### config.mk
export PLATFORM = sky130hd
export DESIGN_NAME = psx_host_bridge
export DESIGN_NICKNAME = d
export VERILOG_FILES = /design/src/psx_cfg_pkg.sv /design/src/psx_mem_pkg.sv /design/src/psx_host_bridge.sv /design/src/video_config.sv /design/src/media_tracker.sv /design/src/ram_write_arbiter.sv /design/src/download_unpacker.sv
export SDC_FILE = /design/constraint.sdc
export NUM_CORES = 1
export LEC_CHECK = 0
export BUFFER_PORTS_ARGS = -buffer_cell sky130_fd_sc_hd__buf_2
export CAP_MARGIN = 20
export CORE_AREA = 2 2 182 184
export CTS_BUF_LIST = sky130_fd_sc_hd__clkbuf_2
export DETAILED_ROUTE_END_ITERATION = 12
export DIE_AREA = 0 0 184 186
export GPL_TIMING_DRIVEN = 0
export SLEW_MARGIN = 5
export SYNTH_ARGS = -nofsm -noshare
export SYNTH_HDL_FRONTEND = slang
export SYNTH_SLANG_ARGS = --single-unit
export TNS_END_PERCENT = 10
### constraint.sdc
create_clock -name clk_1x -period 5 [get_ports clk_1x]
set_clock_uncertainty 0.15 [all_clocks]
set_input_delay 1 -clock clk_1x [delete_from_list [all_inputs] [get_ports clk_1x]]
set_output_delay 1 -clock clk_1x [all_outputs]
set_load 0.05 [all_outputs]
### src/psx_cfg_pkg.sv
// PSX host bridge configuration definitions
// Menu option word, display geometry, video and media state words

package psx_cfg_pkg;

	// ==================================================
	// Host side inputs
	// ==================================================

	// Menu options used by the bridge
	typedef struct packed {
		logic       bk_load;
		logic       bk_save;
		logic       bk_autosave;
		logic       fb_enable;
		logic       fb_24bit;
		logic       vram_viewer;
		logic [2:0] scale;
		logic [1:0] aspect;
		logic       deint_bob;
		// Region select, passed on to the core
		logic [1:0] cd_region;
	} host_status_t;

	// Visible area as reported by the core
	typedef struct packed {
		logic [11:0] width;
		logic [11:0] height;
		logic [9:0]  offset_x;
		logic [8:0]  offset_y;
	} display_geom_t;

	// ==================================================
	// Video and media outputs
	// ==================================================

	typedef struct packed {
		logic        en;
		logic [4:0]  format;
		logic [11:0] width;
		logic [11:0] height;
		logic [31:0] base;
	} fb_cfg_t;

	typedef struct packed {
		logic [12:0] arx;
		logic [12:0] ary;
	} aspect_t;

	typedef struct packed {
		logic        has_cd;
		logic        cd_hps_on;
		logic [29:0] cd_size;
		logic        mc1_mounted;
		logic        mc2_mounted;
	} media_state_t;

	localparam logic [31:0] FB_BASE_ADDR    = 32'h3000_0000;
	localparam logic [31:0] FB_STRIDE_BYTES = 32'd2048;

	// Framebuffer pixel formats, 24bpp RGB and 16bpp 1555
	localparam logic [4:0] FB_FMT_24BPP = 5'b00101;
	localparam logic [4:0] FB_FMT_16BPP = 5'b01100;

	// Whole VRAM shown by the viewer
	localparam logic [11:0] VRAM_WIDTH  = 12'd1024;
	localparam logic [11:0] VRAM_HEIGHT = 12'd512;

endpackage

### src/psx_mem_pkg.sv
// PSX host bridge memory definitions
// RAM byte address map, host download kinds and SDRAM request words

package psx_mem_pkg;

	// ==================================================
	// Address map
	// ==================================================

	localparam int RAM_ADDR_W = 27;

	typedef logic [RAM_ADDR_W-1:0] ram_addr_t;

	// Image load addresses in RAM
	localparam ram_addr_t BIOS_BASE = 27'd2097152;
	localparam ram_addr_t EXE_BASE  = 27'd4194304;

	// Host download index values
	localparam logic [7:0] IDX_BIOS = 8'd0;
	localparam logic [7:0] IDX_EXE  = 8'd1;

	// ==================================================
	// RAM requests
	// ==================================================

	// One write on the SDRAM write channel
	typedef struct packed {
		logic        req;
		ram_addr_t   addr;
		logic [31:0] data;
		logic [3:0]  be;
	} ram_wr_t;

	// Core request, read when rnw is set
	typedef struct packed {
		logic        ena;
		logic        rnw;
		ram_addr_t   addr;
		logic [31:0] data;
		logic [3:0]  be;
	} core_ram_req_t;

endpackage
### src/psx_host_bridge.sv
// PSX host bridge top level
// Download unpacking, SDRAM arbitration, media tracking and video setup
`timescale 1ns/1ps

module psx_host_bridge #(
	parameter psx_mem_pkg::ram_addr_t BIOS_START = psx_mem_pkg::BIOS_BASE,
	parameter psx_mem_pkg::ram_addr_t EXE_START  = psx_mem_pkg::EXE_BASE,
	parameter logic [31:0]            FB_BASE    = psx_cfg_pkg::FB_BASE_ADDR,
	parameter logic [31:0]            FB_STRIDE  = psx_cfg_pkg::FB_STRIDE_BYTES
) (
	input  logic                        clk_1x,
	input  logic                        arst_n,
	// Host download port
	input  logic                        ioctl_download,
	input  logic [7:0]                  ioctl_index,
	input  logic                        ioctl_wr,
	input  psx_mem_pkg::ram_addr_t      ioctl_addr,
	input  logic [15:0]                 ioctl_dout,
	output logic                        ioctl_wait,
	output logic                        load_exe,
	// Image mounts and menu
	input  logic [3:0]                  img_mounted,
	input  logic [63:0]                 img_size,
	input  psx_cfg_pkg::host_status_t   status,
	input  logic                        osd_status,
	output psx_cfg_pkg::media_state_t   media,
	output logic                        mc1_load,
	output logic                        mc2_load,
	output logic                        mc_save,
	output logic                        cart_loaded,
	// Video
	input  psx_cfg_pkg::display_geom_t  geom,
	input  logic                        video_interlace,
	output psx_cfg_pkg::fb_cfg_t        fb_cfg,
	output psx_cfg_pkg::aspect_t        aspect,
	output logic [1:0]                  vga_sl,
	output logic                        vga_f1,
	// Core and SDRAM
	input  psx_mem_pkg::core_ram_req_t  core_req,
	output logic                        core_ack,
	output logic                        sdram_rd_req,
	output psx_mem_pkg::ram_addr_t      sdram_rd_addr,
	input  logic                        sdram_rd_ack,
	output psx_mem_pkg::ram_wr_t        sdram_wr,
	input  logic                        sdram_wr_ack
);
	import psx_mem_pkg::*;

	ram_wr_t dl_wr;
	logic    dl_active;
	logic    exe_dl;

	download_unpacker #(
		.BIOS_START (BIOS_START),
		.EXE_START  (EXE_START)
	) u_unpacker (
		.clk_1x         (clk_1x),
		.arst_n         (arst_n),
		.ioctl_download (ioctl_download),
		.ioctl_index    (ioctl_index),
		.ioctl_wr       (ioctl_wr),
		.ioctl_addr     (ioctl_addr),
		.ioctl_dout     (ioctl_dout),
		.wr_ack         (sdram_wr_ack),
		.ioctl_wait     (ioctl_wait),
		.dl_wr          (dl_wr),
		.dl_active      (dl_active),
		.exe_dl         (exe_dl),
		.load_exe       (load_exe)
	);

	ram_write_arbiter u_arbiter (
		.dl_active     (dl_active),
		.dl_wr         (dl_wr),
		.core_req      (core_req),
		.sdram_rd_ack  (sdram_rd_ack),
		.sdram_wr_ack  (sdram_wr_ack),
		.sdram_rd_req  (sdram_rd_req),
		.sdram_rd_addr (sdram_rd_addr),
		.sdram_wr      (sdram_wr),
		.core_ack      (core_ack)
	);

	media_tracker u_media (
		.clk_1x      (clk_1x),
		.arst_n      (arst_n),
		.img_mounted (img_mounted),
		.img_size    (img_size),
		.status      (status),
		.osd_status  (osd_status),
		.exe_dl      (exe_dl),
		.media       (media),
		.mc1_load    (mc1_load),
		.mc2_load    (mc2_load),
		.mc_save     (mc_save),
		.cart_loaded (cart_loaded)
	);

	video_config #(
		.FB_BASE   (FB_BASE),
		.FB_STRIDE (FB_STRIDE)
	) u_video (
		.clk_1x          (clk_1x),
		.arst_n          (arst_n),
		.status          (status),
		.geom            (geom),
		.video_interlace (video_interlace),
		.fb_cfg          (fb_cfg),
		.aspect          (aspect),
		.vga_sl          (vga_sl),
		.vga_f1          (vga_f1)
	);

endmodule

### src/video_config.sv
// Video configuration
// Turns menu options and core geometry into framebuffer, aspect and
// scanline settings for the video output
`timescale 1ns/1ps

module video_config #(
	parameter logic [31:0] FB_BASE   = psx_cfg_pkg::FB_BASE_ADDR,
	parameter logic [31:0] FB_STRIDE = psx_cfg_pkg::FB_STRIDE_BYTES
) (
	input  logic                        clk_1x,
	input  logic                        arst_n,
	input  psx_cfg_pkg::host_status_t   status,
	input  psx_cfg_pkg::display_geom_t  geom,
	input  logic                        video_interlace,
	output psx_cfg_pkg::fb_cfg_t        fb_cfg,
	output psx_cfg_pkg::aspect_t        aspect,
	output logic [1:0]                  vga_sl,
	output logic                        vga_f1
);
	import psx_cfg_pkg::*;

	fb_cfg_t    fb_nxt;
	aspect_t    aspect_nxt;
	logic [2:0] sl_nxt;

	always_comb begin
		fb_nxt.en     = status.fb_enable;
		fb_nxt.format = status.fb_24bit ? FB_FMT_24BPP : FB_FMT_16BPP;
		if (status.vram_viewer) begin
			fb_nxt.width  = VRAM_WIDTH;
			fb_nxt.height = VRAM_HEIGHT;
			fb_nxt.base   = FB_BASE;
		end else begin
			fb_nxt.width  = geom.width;
			fb_nxt.height = geom.height;
			// Two bytes per pixel, one stride per line
			fb_nxt.base   = FB_BASE + (32'(geom.offset_x) << 1) + 32'(geom.offset_y) * FB_STRIDE;
		end
	end

	// Original ratio is 4:3, or 2:1 for the whole VRAM
	always_comb begin
		if (status.aspect == 2'd0) begin
			aspect_nxt.arx = status.vram_viewer ? 13'd2 : 13'd4;
			aspect_nxt.ary = status.vram_viewer ? 13'd1 : 13'd3;
		end else begin
			aspect_nxt.arx = 13'(status.aspect) - 13'd1;
			aspect_nxt.ary = 13'd0;
		end
	end

	assign sl_nxt = (status.scale == 3'd0) ? 3'd0 : status.scale - 3'd1;

	always_ff @(posedge clk_1x or negedge arst_n) begin
		if (!arst_n) begin
			fb_cfg <= '0;
			aspect <= '0;
			vga_sl <= 2'b00;
			vga_f1 <= 1'b0;
		end else begin
			fb_cfg <= fb_nxt;
			aspect <= aspect_nxt;
			vga_sl <= sl_nxt[1:0];
			// No field flag with the framebuffer or bob deinterlacing
			vga_f1 <= ~status.fb_enable & video_interlace & ~status.deint_bob;
		end
	end

endmodule

### src/media_tracker.sv
// Media tracker
// Keeps mounted CD and memory card state and raises card load and save pulses
`timescale 1ns/1ps

module media_tracker (
	input  logic                        clk_1x,
	input  logic                        arst_n,
	input  logic [3:0]                  img_mounted,
	input  logic [63:0]                 img_size,
	input  psx_cfg_pkg::host_status_t   status,
	input  logic                        osd_status,
	input  logic                        exe_dl,
	output psx_cfg_pkg::media_state_t   media,
	output logic                        mc1_load,
	output logic                        mc2_load,
	output logic                        mc_save,
	output logic                        cart_loaded
);
	import psx_cfg_pkg::*;

	media_state_t media_nxt;
	logic         size_nz;
	logic         save_auto;
	logic         old_load;
	logic         old_save;
	logic         old_save_auto;
	logic         load_edge;
	logic         save_edge;

	// Zero size means the image was unmounted
	assign size_nz = |img_size;

	// Autosave fires when the menu opens
	assign save_auto = osd_status & status.bk_autosave;

	assign load_edge = status.bk_load & ~old_load;
	assign save_edge = (status.bk_save & ~old_save) | (save_auto & ~old_save_auto);

	// ==================================================
	// Mount state
	// ==================================================

	always_comb begin
		media_nxt = media;
		// Slot 1 is the CD
		if (img_mounted[1]) begin
			media_nxt.has_cd = size_nz;
			if (size_nz) begin
				media_nxt.cd_hps_on = 1'b1;
				media_nxt.cd_size   = img_size[29:0];
			end
		end
		// Slots 2 and 3 are the memory cards
		if (img_mounted[2]) begin
			media_nxt.mc1_mounted = size_nz;
		end
		if (img_mounted[3]) begin
			media_nxt.mc2_mounted = size_nz;
		end
	end

	// ==================================================
	// Registered state and pulses
	// ==================================================

	always_ff @(posedge clk_1x or negedge arst_n) begin
		if (!arst_n) begin
			media         <= '0;
			mc1_load      <= 1'b0;
			mc2_load      <= 1'b0;
			mc_save       <= 1'b0;
			cart_loaded   <= 1'b0;
			old_load      <= 1'b0;
			old_save      <= 1'b0;
			old_save_auto <= 1'b0;
		end else begin
			media <= media_nxt;

			// Fresh mount or menu reload
			mc1_load <= (img_mounted[2] & size_nz) | load_edge;
			mc2_load <= (img_mounted[3] & size_nz) | load_edge;
			mc_save  <= save_edge;

			old_load      <= status.bk_load;
			old_save      <= status.bk_save;
			old_save_auto <= save_auto;

			// Sticky until reset
			if (exe_dl | img_mounted[1]) begin
				cart_loaded <= 1'b1;
			end
		end
	end

endmodule

### src/ram_write_arbiter.sv
// SDRAM channel arbiter
// Download writes own the write channel while a download runs, otherwise
// core requests are split onto the read and write channels
`timescale 1ns/1ps

module ram_write_arbiter (
	input  logic                       dl_active,
	input  psx_mem_pkg::ram_wr_t       dl_wr,
	input  psx_mem_pkg::core_ram_req_t core_req,
	input  logic                       sdram_rd_ack,
	input  logic                       sdram_wr_ack,
	output logic                       sdram_rd_req,
	output psx_mem_pkg::ram_addr_t     sdram_rd_addr,
	output psx_mem_pkg::ram_wr_t       sdram_wr,
	output logic                       core_ack
);
	import psx_mem_pkg::*;

	ram_wr_t core_wr;
	ram_wr_t load_wr;

	// Core write as seen on the write channel
	always_comb begin
		core_wr.req  = core_req.ena & ~core_req.rnw;
		core_wr.addr = core_req.addr;
		core_wr.data = core_req.data;
		core_wr.be   = core_req.be;
	end

	// Downloads always write whole words
	always_comb begin
		load_wr    = dl_wr;
		load_wr.be = 4'b1111;
	end

	assign sdram_wr = dl_active ? load_wr : core_wr;

	// Core reads are held off during a download
	assign sdram_rd_req  = core_req.ena & core_req.rnw & ~dl_active;
	assign sdram_rd_addr = core_req.addr;

	assign core_ack = sdram_rd_ack | sdram_wr_ack;

endmodule

### src/download_unpacker.sv
// Download unpacker
// Pairs 16-bit host download words into 32-bit RAM writes at the image
// base address and stalls the host until the RAM takes each write
`timescale 1ns/1ps

module download_unpacker #(
	parameter psx_mem_pkg::ram_addr_t BIOS_START = psx_mem_pkg::BIOS_BASE,
	parameter psx_mem_pkg::ram_addr_t EXE_START  = psx_mem_pkg::EXE_BASE
) (
	input  logic                   clk_1x,
	input  logic                   arst_n,
	input  logic                   ioctl_download,
	input  logic [7:0]             ioctl_index,
	input  logic                   ioctl_wr,
	input  psx_mem_pkg::ram_addr_t ioctl_addr,
	input  logic [15:0]            ioctl_dout,
	input  logic                   wr_ack,
	output logic                   ioctl_wait,
	output psx_mem_pkg::ram_wr_t   dl_wr,
	output logic                   dl_active,
	output logic                   exe_dl,
	output logic                   load_exe
);
	import psx_mem_pkg::*;

	logic        bios_dl;
	logic [1:0]  exe_hist;
	logic        host_wr;
	logic        high_word;
	logic        wr_req;
	ram_addr_t   wr_addr;
	logic [31:0] wr_data;

	assign dl_active = bios_dl | exe_dl;
	assign host_wr   = ioctl_wr & dl_active;
	// Bit 1 of the byte address selects the upper half
	assign high_word = host_wr & ioctl_addr[1];

	// ==================================================
	// Download kind, stall and end of executable
	// ==================================================

	always_ff @(posedge clk_1x or negedge arst_n) begin
		if (!arst_n) begin
			bios_dl    <= 1'b0;
			exe_dl     <= 1'b0;
			exe_hist   <= 2'b00;
			wr_req     <= 1'b0;
			ioctl_wait <= 1'b0;
			load_exe   <= 1'b0;
		end else begin
			bios_dl <= ioctl_download & (ioctl_index == IDX_BIOS);
			exe_dl  <= ioctl_download & (ioctl_index == IDX_EXE);

			// Single cycle request per word pair
			wr_req <= high_word;

			if (!dl_active) begin
				ioctl_wait <= 1'b0;
			end else if (high_word) begin
				ioctl_wait <= 1'b1;
			end else if (wr_ack) begin
				ioctl_wait <= 1'b0;
			end

			// Falling edge of exe_dl, seen two cycles late
			exe_hist <= {exe_hist[0], exe_dl};
			load_exe <= exe_hist[1] & ~exe_hist[0];
		end
	end

	// Word assembly
	always_ff @(posedge clk_1x) begin
		if (host_wr) begin
			if (!ioctl_addr[1]) begin
				wr_data[15:0] <= ioctl_dout;
				wr_addr       <= ioctl_addr + (exe_dl ? EXE_START : BIOS_START);
			end else begin
				wr_data[31:16] <= ioctl_dout;
			end
		end
	end

	always_comb begin
		dl_wr.req  = wr_req;
		dl_wr.addr = wr_addr;
		dl_wr.data = wr_data;
		dl_wr.be   = 4'b1111;
	end

endmodule

==> run_results.csv, run 1 <==
group,metric,value,unit
run_status,status,"completed",
placed_design,dp_slack,1.33,ns
pwr,power.total,0.00299,W
timing,relSlewSlack,0.381,
logic_synthesis,synth_flop_cell,"dfrtp_1",
clock_tree,cts_buffer_depth,2,
floorplanning,start_util,0.213,
finish,layout-drive-gt1-share,0.663,
placed_design,gp_congestion,0.769,
routing,num_vias,5346,
clock_tree,cts_resized,0,
worst_hold_path,holdPathStages,1,
grt,grt_antenna_before_repair,1,
routing,drtIter0Drc,91,
grt,grt_pass1_wl,30200,um
placed_design,numPortBuffers,444,
worst_setup_path,cp_cell_sequence,"nor2_1, clkbuf_1, mux2_2, buf_2",
worst_setup_path,reg2regPathDepth,5,
placed_design,placed_area,9760,um2
routing,detail-route-antenna-nets,0,
clock_tree,path_clk_slew,0.22,ns
timing,final-setup-viol-count,0,
floorplanning,design.core.area,32200,um2
worst_setup_path,start_kind,"flip-flop",
timing,fin_crit,4.32,ns
clock_tree,clockRootBuffer,"clkbuf_2",
worst_setup_path,timing.critical_path.buf_inv,2,
worst_setup_path,path_class,"reg -> out",
logic_synthesis,syn_area,6880,um2
logic_synthesis,netlist.top_cell.by_area,"dfrtp_1",
placed_design,dpl.hpwl,17800,um
clock_tree,cts_tree,"yes",
floorplanning,die_h,186,um
worst_hold_path,holdPathEnd,"u_media.old_load",
worst_setup_path,reg2reg_to,"u_unpacker.wr_addr[26]",
timing,hold_violations,0,
job,drv_cap,0,
logic_synthesis,synth_area_leaders,"dfrtp_1, edfxtp_1, mux2_2",
logic_synthesis,yosysWarnings,0,
logic_synthesis,synth-seq-area-share,0.636,
worst_setup_path,slowest_stage,"dfrtp_1",
floorplanning,fp.dieArea,34200,um2
worst_setup_path,crit_fanout,10,
worst_hold_path,hp-start,"status[13]",
logic_synthesis,netlist_instances,463,
routing,wl_per_cell,15.7,um
logic_synthesis,syn_avg_cell_area,14.8,um2
worst_setup_path,rrSetupSlack,1.71,ns
pwr,max-vdd-ir-drop,167,uV
clock_tree,htree_levels,4,
worst_setup_path,cpPeakStageDelay,0.65,ns
routing,viasPerCell,3.89,
timing,fin_ws,0.685,ns
logic_synthesis,ys_seq_elements,163,
timing,rsz0062_at_grt,"false",
clock_tree,clock_sinks,163,
grt,grt_start_max_net_pins,81,
timing,post-route-period-util,0.863,
timing,worst_pin_slew,0.925,ns
logic_synthesis,synth_top_area_share,0.379,
worst_setup_path,crit_required,3.85,ns
logic_synthesis,synth.most_common_cell,"dfrtp_1",
grt,overflow,0,
logic_synthesis,async_reset_ff_frac,0.638,
timing,max_freq,232,MHz
finish,fillers,3346,
floorplanning,fp-row-count,66,
worst_setup_path,critPathTopFamily,"buffers and inverters",
pwr,p_per_area,298,nW/um2
floorplanning,die_x,184,um
floorplanning,ios,473,
grt,grt_pass1_vias,5373,
worst_setup_path,cp.arrival,3.17,ns
worst_hold_path,hold_class,"in -> reg",
clock_tree,post_cts_buffers,0,
finish,antenna_cells,0,
finish,final_nets,1207,
routing,first_pass_iters,4,
routing,routed_wl,21600,um
logic_synthesis,synth-edff-count,59,
worst_setup_path,reg2reg_from,"u_unpacker.exe_dl",
clock_tree,clkLatencyLatePin,0.74,ns
timing,drv_slew,0,
clock_tree,ctsHoldBuffers,1,
logic_synthesis,synth_common_cells,"dfrtp_1, buf_4, mux2_2",
timing,tns,0,ns
worst_setup_path,critPathCaptureType,"output pin",
pwr,p_leak,5.05,nW
clock_tree,cts_buffers,17,
routing,drcViolationCount,0,
grt,track_usage,0.121,
finish,layout-area-overhead-vs-synth,45.8,%
logic_synthesis,synth_cell_types,32,
finish,design_area,10000,um2
-- layout make-up --
| type | instances | area, um2 | share of cell area |
|---|---|---|---|
| clock inverter | 14 | 163 | 0.0162 |
| timing repair buffer | 449 | 2290 | 0.228 |
| inverter | 10 | 37.5 | 0.00375 |
| sequential | 163 | 4370 | 0.436 |
| clock buffer | 18 | 90.1 | 0.00899 |
| multi-input combinational | 238 | 1990 | 0.199 |
| buffer | 76 | 567 | 0.0566 |
| tap | 408 | 510 | 0.0509 |
-- through the flow --
step,hold slack (ns),std cells,util
global placement,0.211,1339,0.301
CTS,0.0251,1376,0.311
floorplan,0.204,487,-
detailed placement,0.215,1343,0.303
global route,0.0327,1376,0.311
finish,0.199,1376,0.311
-- layer usage --
| metal | share of wire | up-vias | global-route usage |
|---|---|---|---|
| met2 | 0.52 | 279 | 0.219 |
| met3 | 0.088 | 7 | 0.0440 |
| met1 | 0.39 | 2547 | 0.133 |
| li1 | - | 2513 | - |
| met5 | 0 | - | 0 |
| met4 | 0.0071 | 0 | 0.0336 |
-- how the worst max path moves through the flow --
stage | start | endpoint | slack [ns] | depth (start not counted)
after detailed placement | u_unpacker.exe_dl | sdram_wr[55] | 1.33 | 4
after floorplan | ioctl_addr[1] | u_unpacker.wr_addr[0] | 0.15 | 1
after global routing | u_unpacker.exe_dl | sdram_wr[55] | 0.27 | 4
final | u_unpacker.exe_dl | sdram_wr[55] | 0.68 | 4
after global placement | u_unpacker.exe_dl | u_unpacker.wr_addr[21] | -2.15 | 3
after CTS | u_unpacker.exe_dl | sdram_wr[55] | 0.33 | 4
-- state kept, by name, summed over array words and instances (netlist names) --
name	cells
u_media.old_save_auto	1
u_video.fb_cfg	47
u_unpacker.load_exe	1
u_media.media	34
u_video.vga_sl	2
u_unpacker.exe_hist	2
u_video.vga_f1	1
u_media.old_save	1
u_media.mc2_load	1
u_media.cart_loaded	1
u_unpacker.wr_data	32
u_unpacker.exe_dl	1
u_unpacker.wr_addr	27
u_media.mc_save	1
u_unpacker.bios_dl	1
u_unpacker.wr_req	1
u_video.aspect	6
u_unpacker.ioctl_wait	1
u_media.mc1_load	1
u_media.old_load	1
-- layout by cell type, fill, tap and decap left out, types with 2 or more instances in the layout --
| cell | instances |
|---|---|
| buf_2 | 443 |
| dfrtp_1 | 104 |
| buf_4 | 65 |
| mux2_2 | 60 |
| edfxtp_1 | 59 |
| nor2b_1 | 44 |
| mux2_4 | 29 |
| conb_1 | 26 |
| clkbuf_2 | 18 |
| nor4_1 | 17 |
| clkbuf_1 | 11 |
| inv_1 | 10 |
| nor2_1 | 9 |
| nand2_1 | 9 |
| or3_1 | 5 |
| or2_2 | 4 |
| and3_1 | 4 |
| a21oi_1 | 4 |
| nand4_1 | 4 |
| clkinv_2 | 4 |
| clkinv_4 | 4 |
| nand2b_1 | 3 |
| o21ai_0 | 3 |
| buf_12 | 3 |
| bufinv_16 | 3 |
| nor3_1 | 2 |
| xor2_1 | 2 |
| xnor2_1 | 2 |
| ha_1 | 2 |
-- cells by family (layout without fill, tap and decap cells) --
family          count (synthesis)  after routing  share of synthesized area
flops                         163            163                      0.636
simple gates                  107            107                     0.0943
mux                            89             89                      0.162
buf+inv                        86            567                     0.0879
compound gates                  9              9                    0.00728
xor+xnor                        4              4                    0.00510
fa+ha+maj                       3              3                    0.00655
other cells                     2             26                    0.00109
-- power breakdown --
part,switching (W),internal (W),total (W),leakage [nW]
Sequential,0.0000227,0.00144,0.00146,1.80
Combinational,0.000531,0.000242,0.000772,3.08
Clock,0.000480,0.000280,0.000760,0.158
Total,0.00103,0.00196,0.00299,5.05
Power figures use the tool's default switching activity.
==> run 2: changes to the inputs <==
--- a/config.mk
+++ b/config.mk
@@ -6,12 +6,12 @@
 export NUM_CORES = 1
 export LEC_CHECK = 0
 export BUFFER_PORTS_ARGS = -buffer_cell sky130_fd_sc_hd__buf_2
-export CAP_MARGIN = 20
 export CORE_AREA = 2 2 182 184
 export CTS_BUF_LIST = sky130_fd_sc_hd__clkbuf_2
 export DETAILED_ROUTE_END_ITERATION = 12
 export DIE_AREA = 0 0 184 186
 export GPL_TIMING_DRIVEN = 0
+export REMOVE_ABC_BUFFERS = 1
 export SLEW_MARGIN = 5
 export SYNTH_ARGS = -nofsm -noshare
 export SYNTH_HDL_FRONTEND = slang
==> run 2 against run 1 <==
Register-to-register slack better by 0.42 ns; design area down 4.9%; first-iteration DRC count up 74%; sequential power about the same; non-clock buffer count down 70; worst hold slack better by 0.00059 ns; flip-flop and latch count unchanged; combinational power down 4.9%; global-route usage up 0.17 points; sequential share of layout area up 2.3 points; critical path depth up 1; total power down 2.7%.
==> run_results.csv, run 2 (synthesized netlist as in run 1, its figures left out) <==
group,metric,value,unit
run_status,status,"completed",
placed_design,gp_congestion,0.843,
timing,tns,0,ns
grt,overflow,0,
floorplanning,die_h,186,um
routing,viasPerCell,3.93,
floorplanning,ios,473,
clock_tree,htree_levels,4,
grt,met3_usage,0.0409,
routing,num_vias,5142,
worst_setup_path,rrSetupSlack,2.13,ns
routing,routed_wl,21600,um
routing,first_pass_iters,4,
placed_design,dpl.hpwl,17600,um
grt,grtUsageMet2,0.213,
worst_setup_path,path_class,"reg -> out",
clock_tree,ctsHoldBuffers,2,
grt,track_usage,0.123,
pwr,max-vdd-ir-drop,209,uV
pwr,p_per_area,305,nW/um2
floorplanning,fp-row-count,66,
finish,regMostFlops,"u_video.fb_cfg",
worst_setup_path,crit_required,3.85,ns
clock_tree,path_clk_slew,0.23,ns
clock_tree,clkLatencyLatePin,0.79,ns
routing,detail-route-antenna-nets,0,
finish,final_cell_mix,"buf_2, dfrtp_1, mux2_2",
finish,layout-area-overhead-vs-synth,38.6,%
job,drv_cap,0,
clock_tree,cts_resized,0,
timing,worst_pin_slew,0.905,ns
floorplanning,die_x,184,um
floorplanning,start_util,0.213,
worst_setup_path,reg2regPathDepth,5,
pwr,p_leak,4.72,nW
timing,max_freq,243,MHz
placed_design,numPortBuffers,445,
finish,final_common_cell,"buf_2",
clock_tree,clock_sinks,163,
clock_tree,cts_buffers,17,
floorplanning,design.core.area,32200,um2
grt,use_met1,0.141,
floorplanning,fp.dieArea,34200,um2
finish,reg_top3,"u_video.fb_cfg (47), u_media.media (34), u_unpacker.wr_data (32)",
finish,largest_reg_flops,47,
worst_setup_path,start_kind,"flip-flop",
timing,post-route-period-util,0.821,
worst_hold_path,holdPathStages,1,
worst_setup_path,cp.arrival,2.96,ns
clock_tree,cts_tree,"yes",
grt,grt_busiest_layer,"met2",
finish,final_core_util,0.296,
timing,rsz0062_at_grt,"false",
finish,layout-drive-gt1-share,0.645,
pwr,power.total,0.00291,W
timing,hold_violations,0,
timing,final-setup-viol-count,0,
grt,grt_start_max_net_pins,61,
finish,final_nets,1137,
clock_tree,post_cts_buffers,0,
grt,grt_antenna_before_repair,4,
routing,drtIter0Drc,158,
routing,drcViolationCount,0,
timing,fin_crit,4.11,ns
timing,relSlewSlack,0.394,
grt,grt_pass1_wl,29900,um
grt,grt_pass1_vias,5058,
worst_setup_path,critPathCaptureType,"output pin",
clock_tree,clockRootBuffer,"clkbuf_2",
clock_tree,cts_buffer_depth,2,
worst_hold_path,hold_class,"in -> reg",
finish,fillers,3412,
timing,drv_slew,0,
routing,wl_per_cell,16.5,um
worst_setup_path,crit_fanout,26,
[run 2: cell count changes in the layout (fill, tap and decap cells not counted), moves of 3 or more]
| cell | delta |
|---|---|
| inv_8 | +3 |
| dlygate4sd3_1 | +3 |
| buf_4 | -62 |
| clkbuf_1 | -11 |
| clkinv_2 | -4 |
| inv_6 | +3 |
[run 2: power by group]
| group | leakage (nW) | internal (W) | switching (W) |
|---|---|---|---|
| clock | 0.141 | 0.000196 | 0.000522 |
| sequential | 1.80 | 0.00144 | 0.0000212 |
| combinational | 2.77 | 0.000208 | 0.000526 |
[run 2: layer usage]
metal | share of wire | up-vias | routed length [um]
met1 | 0.40 | 2445 | 8560
met4 | 0.014 | 2 | 310
met2 | 0.50 | 308 | 10800
met3 | 0.089 | 16 | 1920
li1 | - | 2371 | -
met5 | 0.00060 | - | 13
[run 2: final timing paths]
kind | startpoint | to
worst max register to register | u_unpacker.exe_dl | u_unpacker.wr_addr[23]
max in group asynchronous | arst_n | u_media.media[18]
min in group asynchronous | arst_n | u_video.fb_cfg[1]
worst min register to register | u_unpacker.exe_hist[0] | u_unpacker.exe_hist[1]
worst min-delay path | status[10] | u_video.fb_cfg[61]
worst max-delay path | u_unpacker.exe_dl | sdram_wr[5]
[run 2: area by class of cell]
class                   instances  area (um2)  area share
flip-flops and latches        163        4370       0.459
repair buffers                455        2370       0.249
multi-input cells             238        2000       0.210
well taps                     408         510      0.0536
clock inverters                15         146      0.0154
clock buffers                  17        85.1     0.00893
inverters                      10        37.5     0.00394
diodes                          2        5.00    0.000525
[run 2: worst max-delay path: stages (launching register included)]
cell     delay (ns)
dfrtp_1        0.58
nor2_4         0.52
buf_12         0.26
buf_16         0.18
mux2_2         0.38
buf_2          0.23
[run 2: through the flow]
step / worst slack [ns] / hold WS, ns / std cells / cell area (um2)
after floorplan: -1.01 / 0.204 / 411 / 6400
after detailed placement: 1.05 / 0.220 / 1270 / 9250
after global routing: 0.596 / 0.0353 / 1308 / 9530
final: 0.893 / 0.200 / 1308 / 9530
after global placement: -5.14 / 0.211 / 1264 / 9140
after CTS: 0.712 / 0.00322 / 1304 / 9500
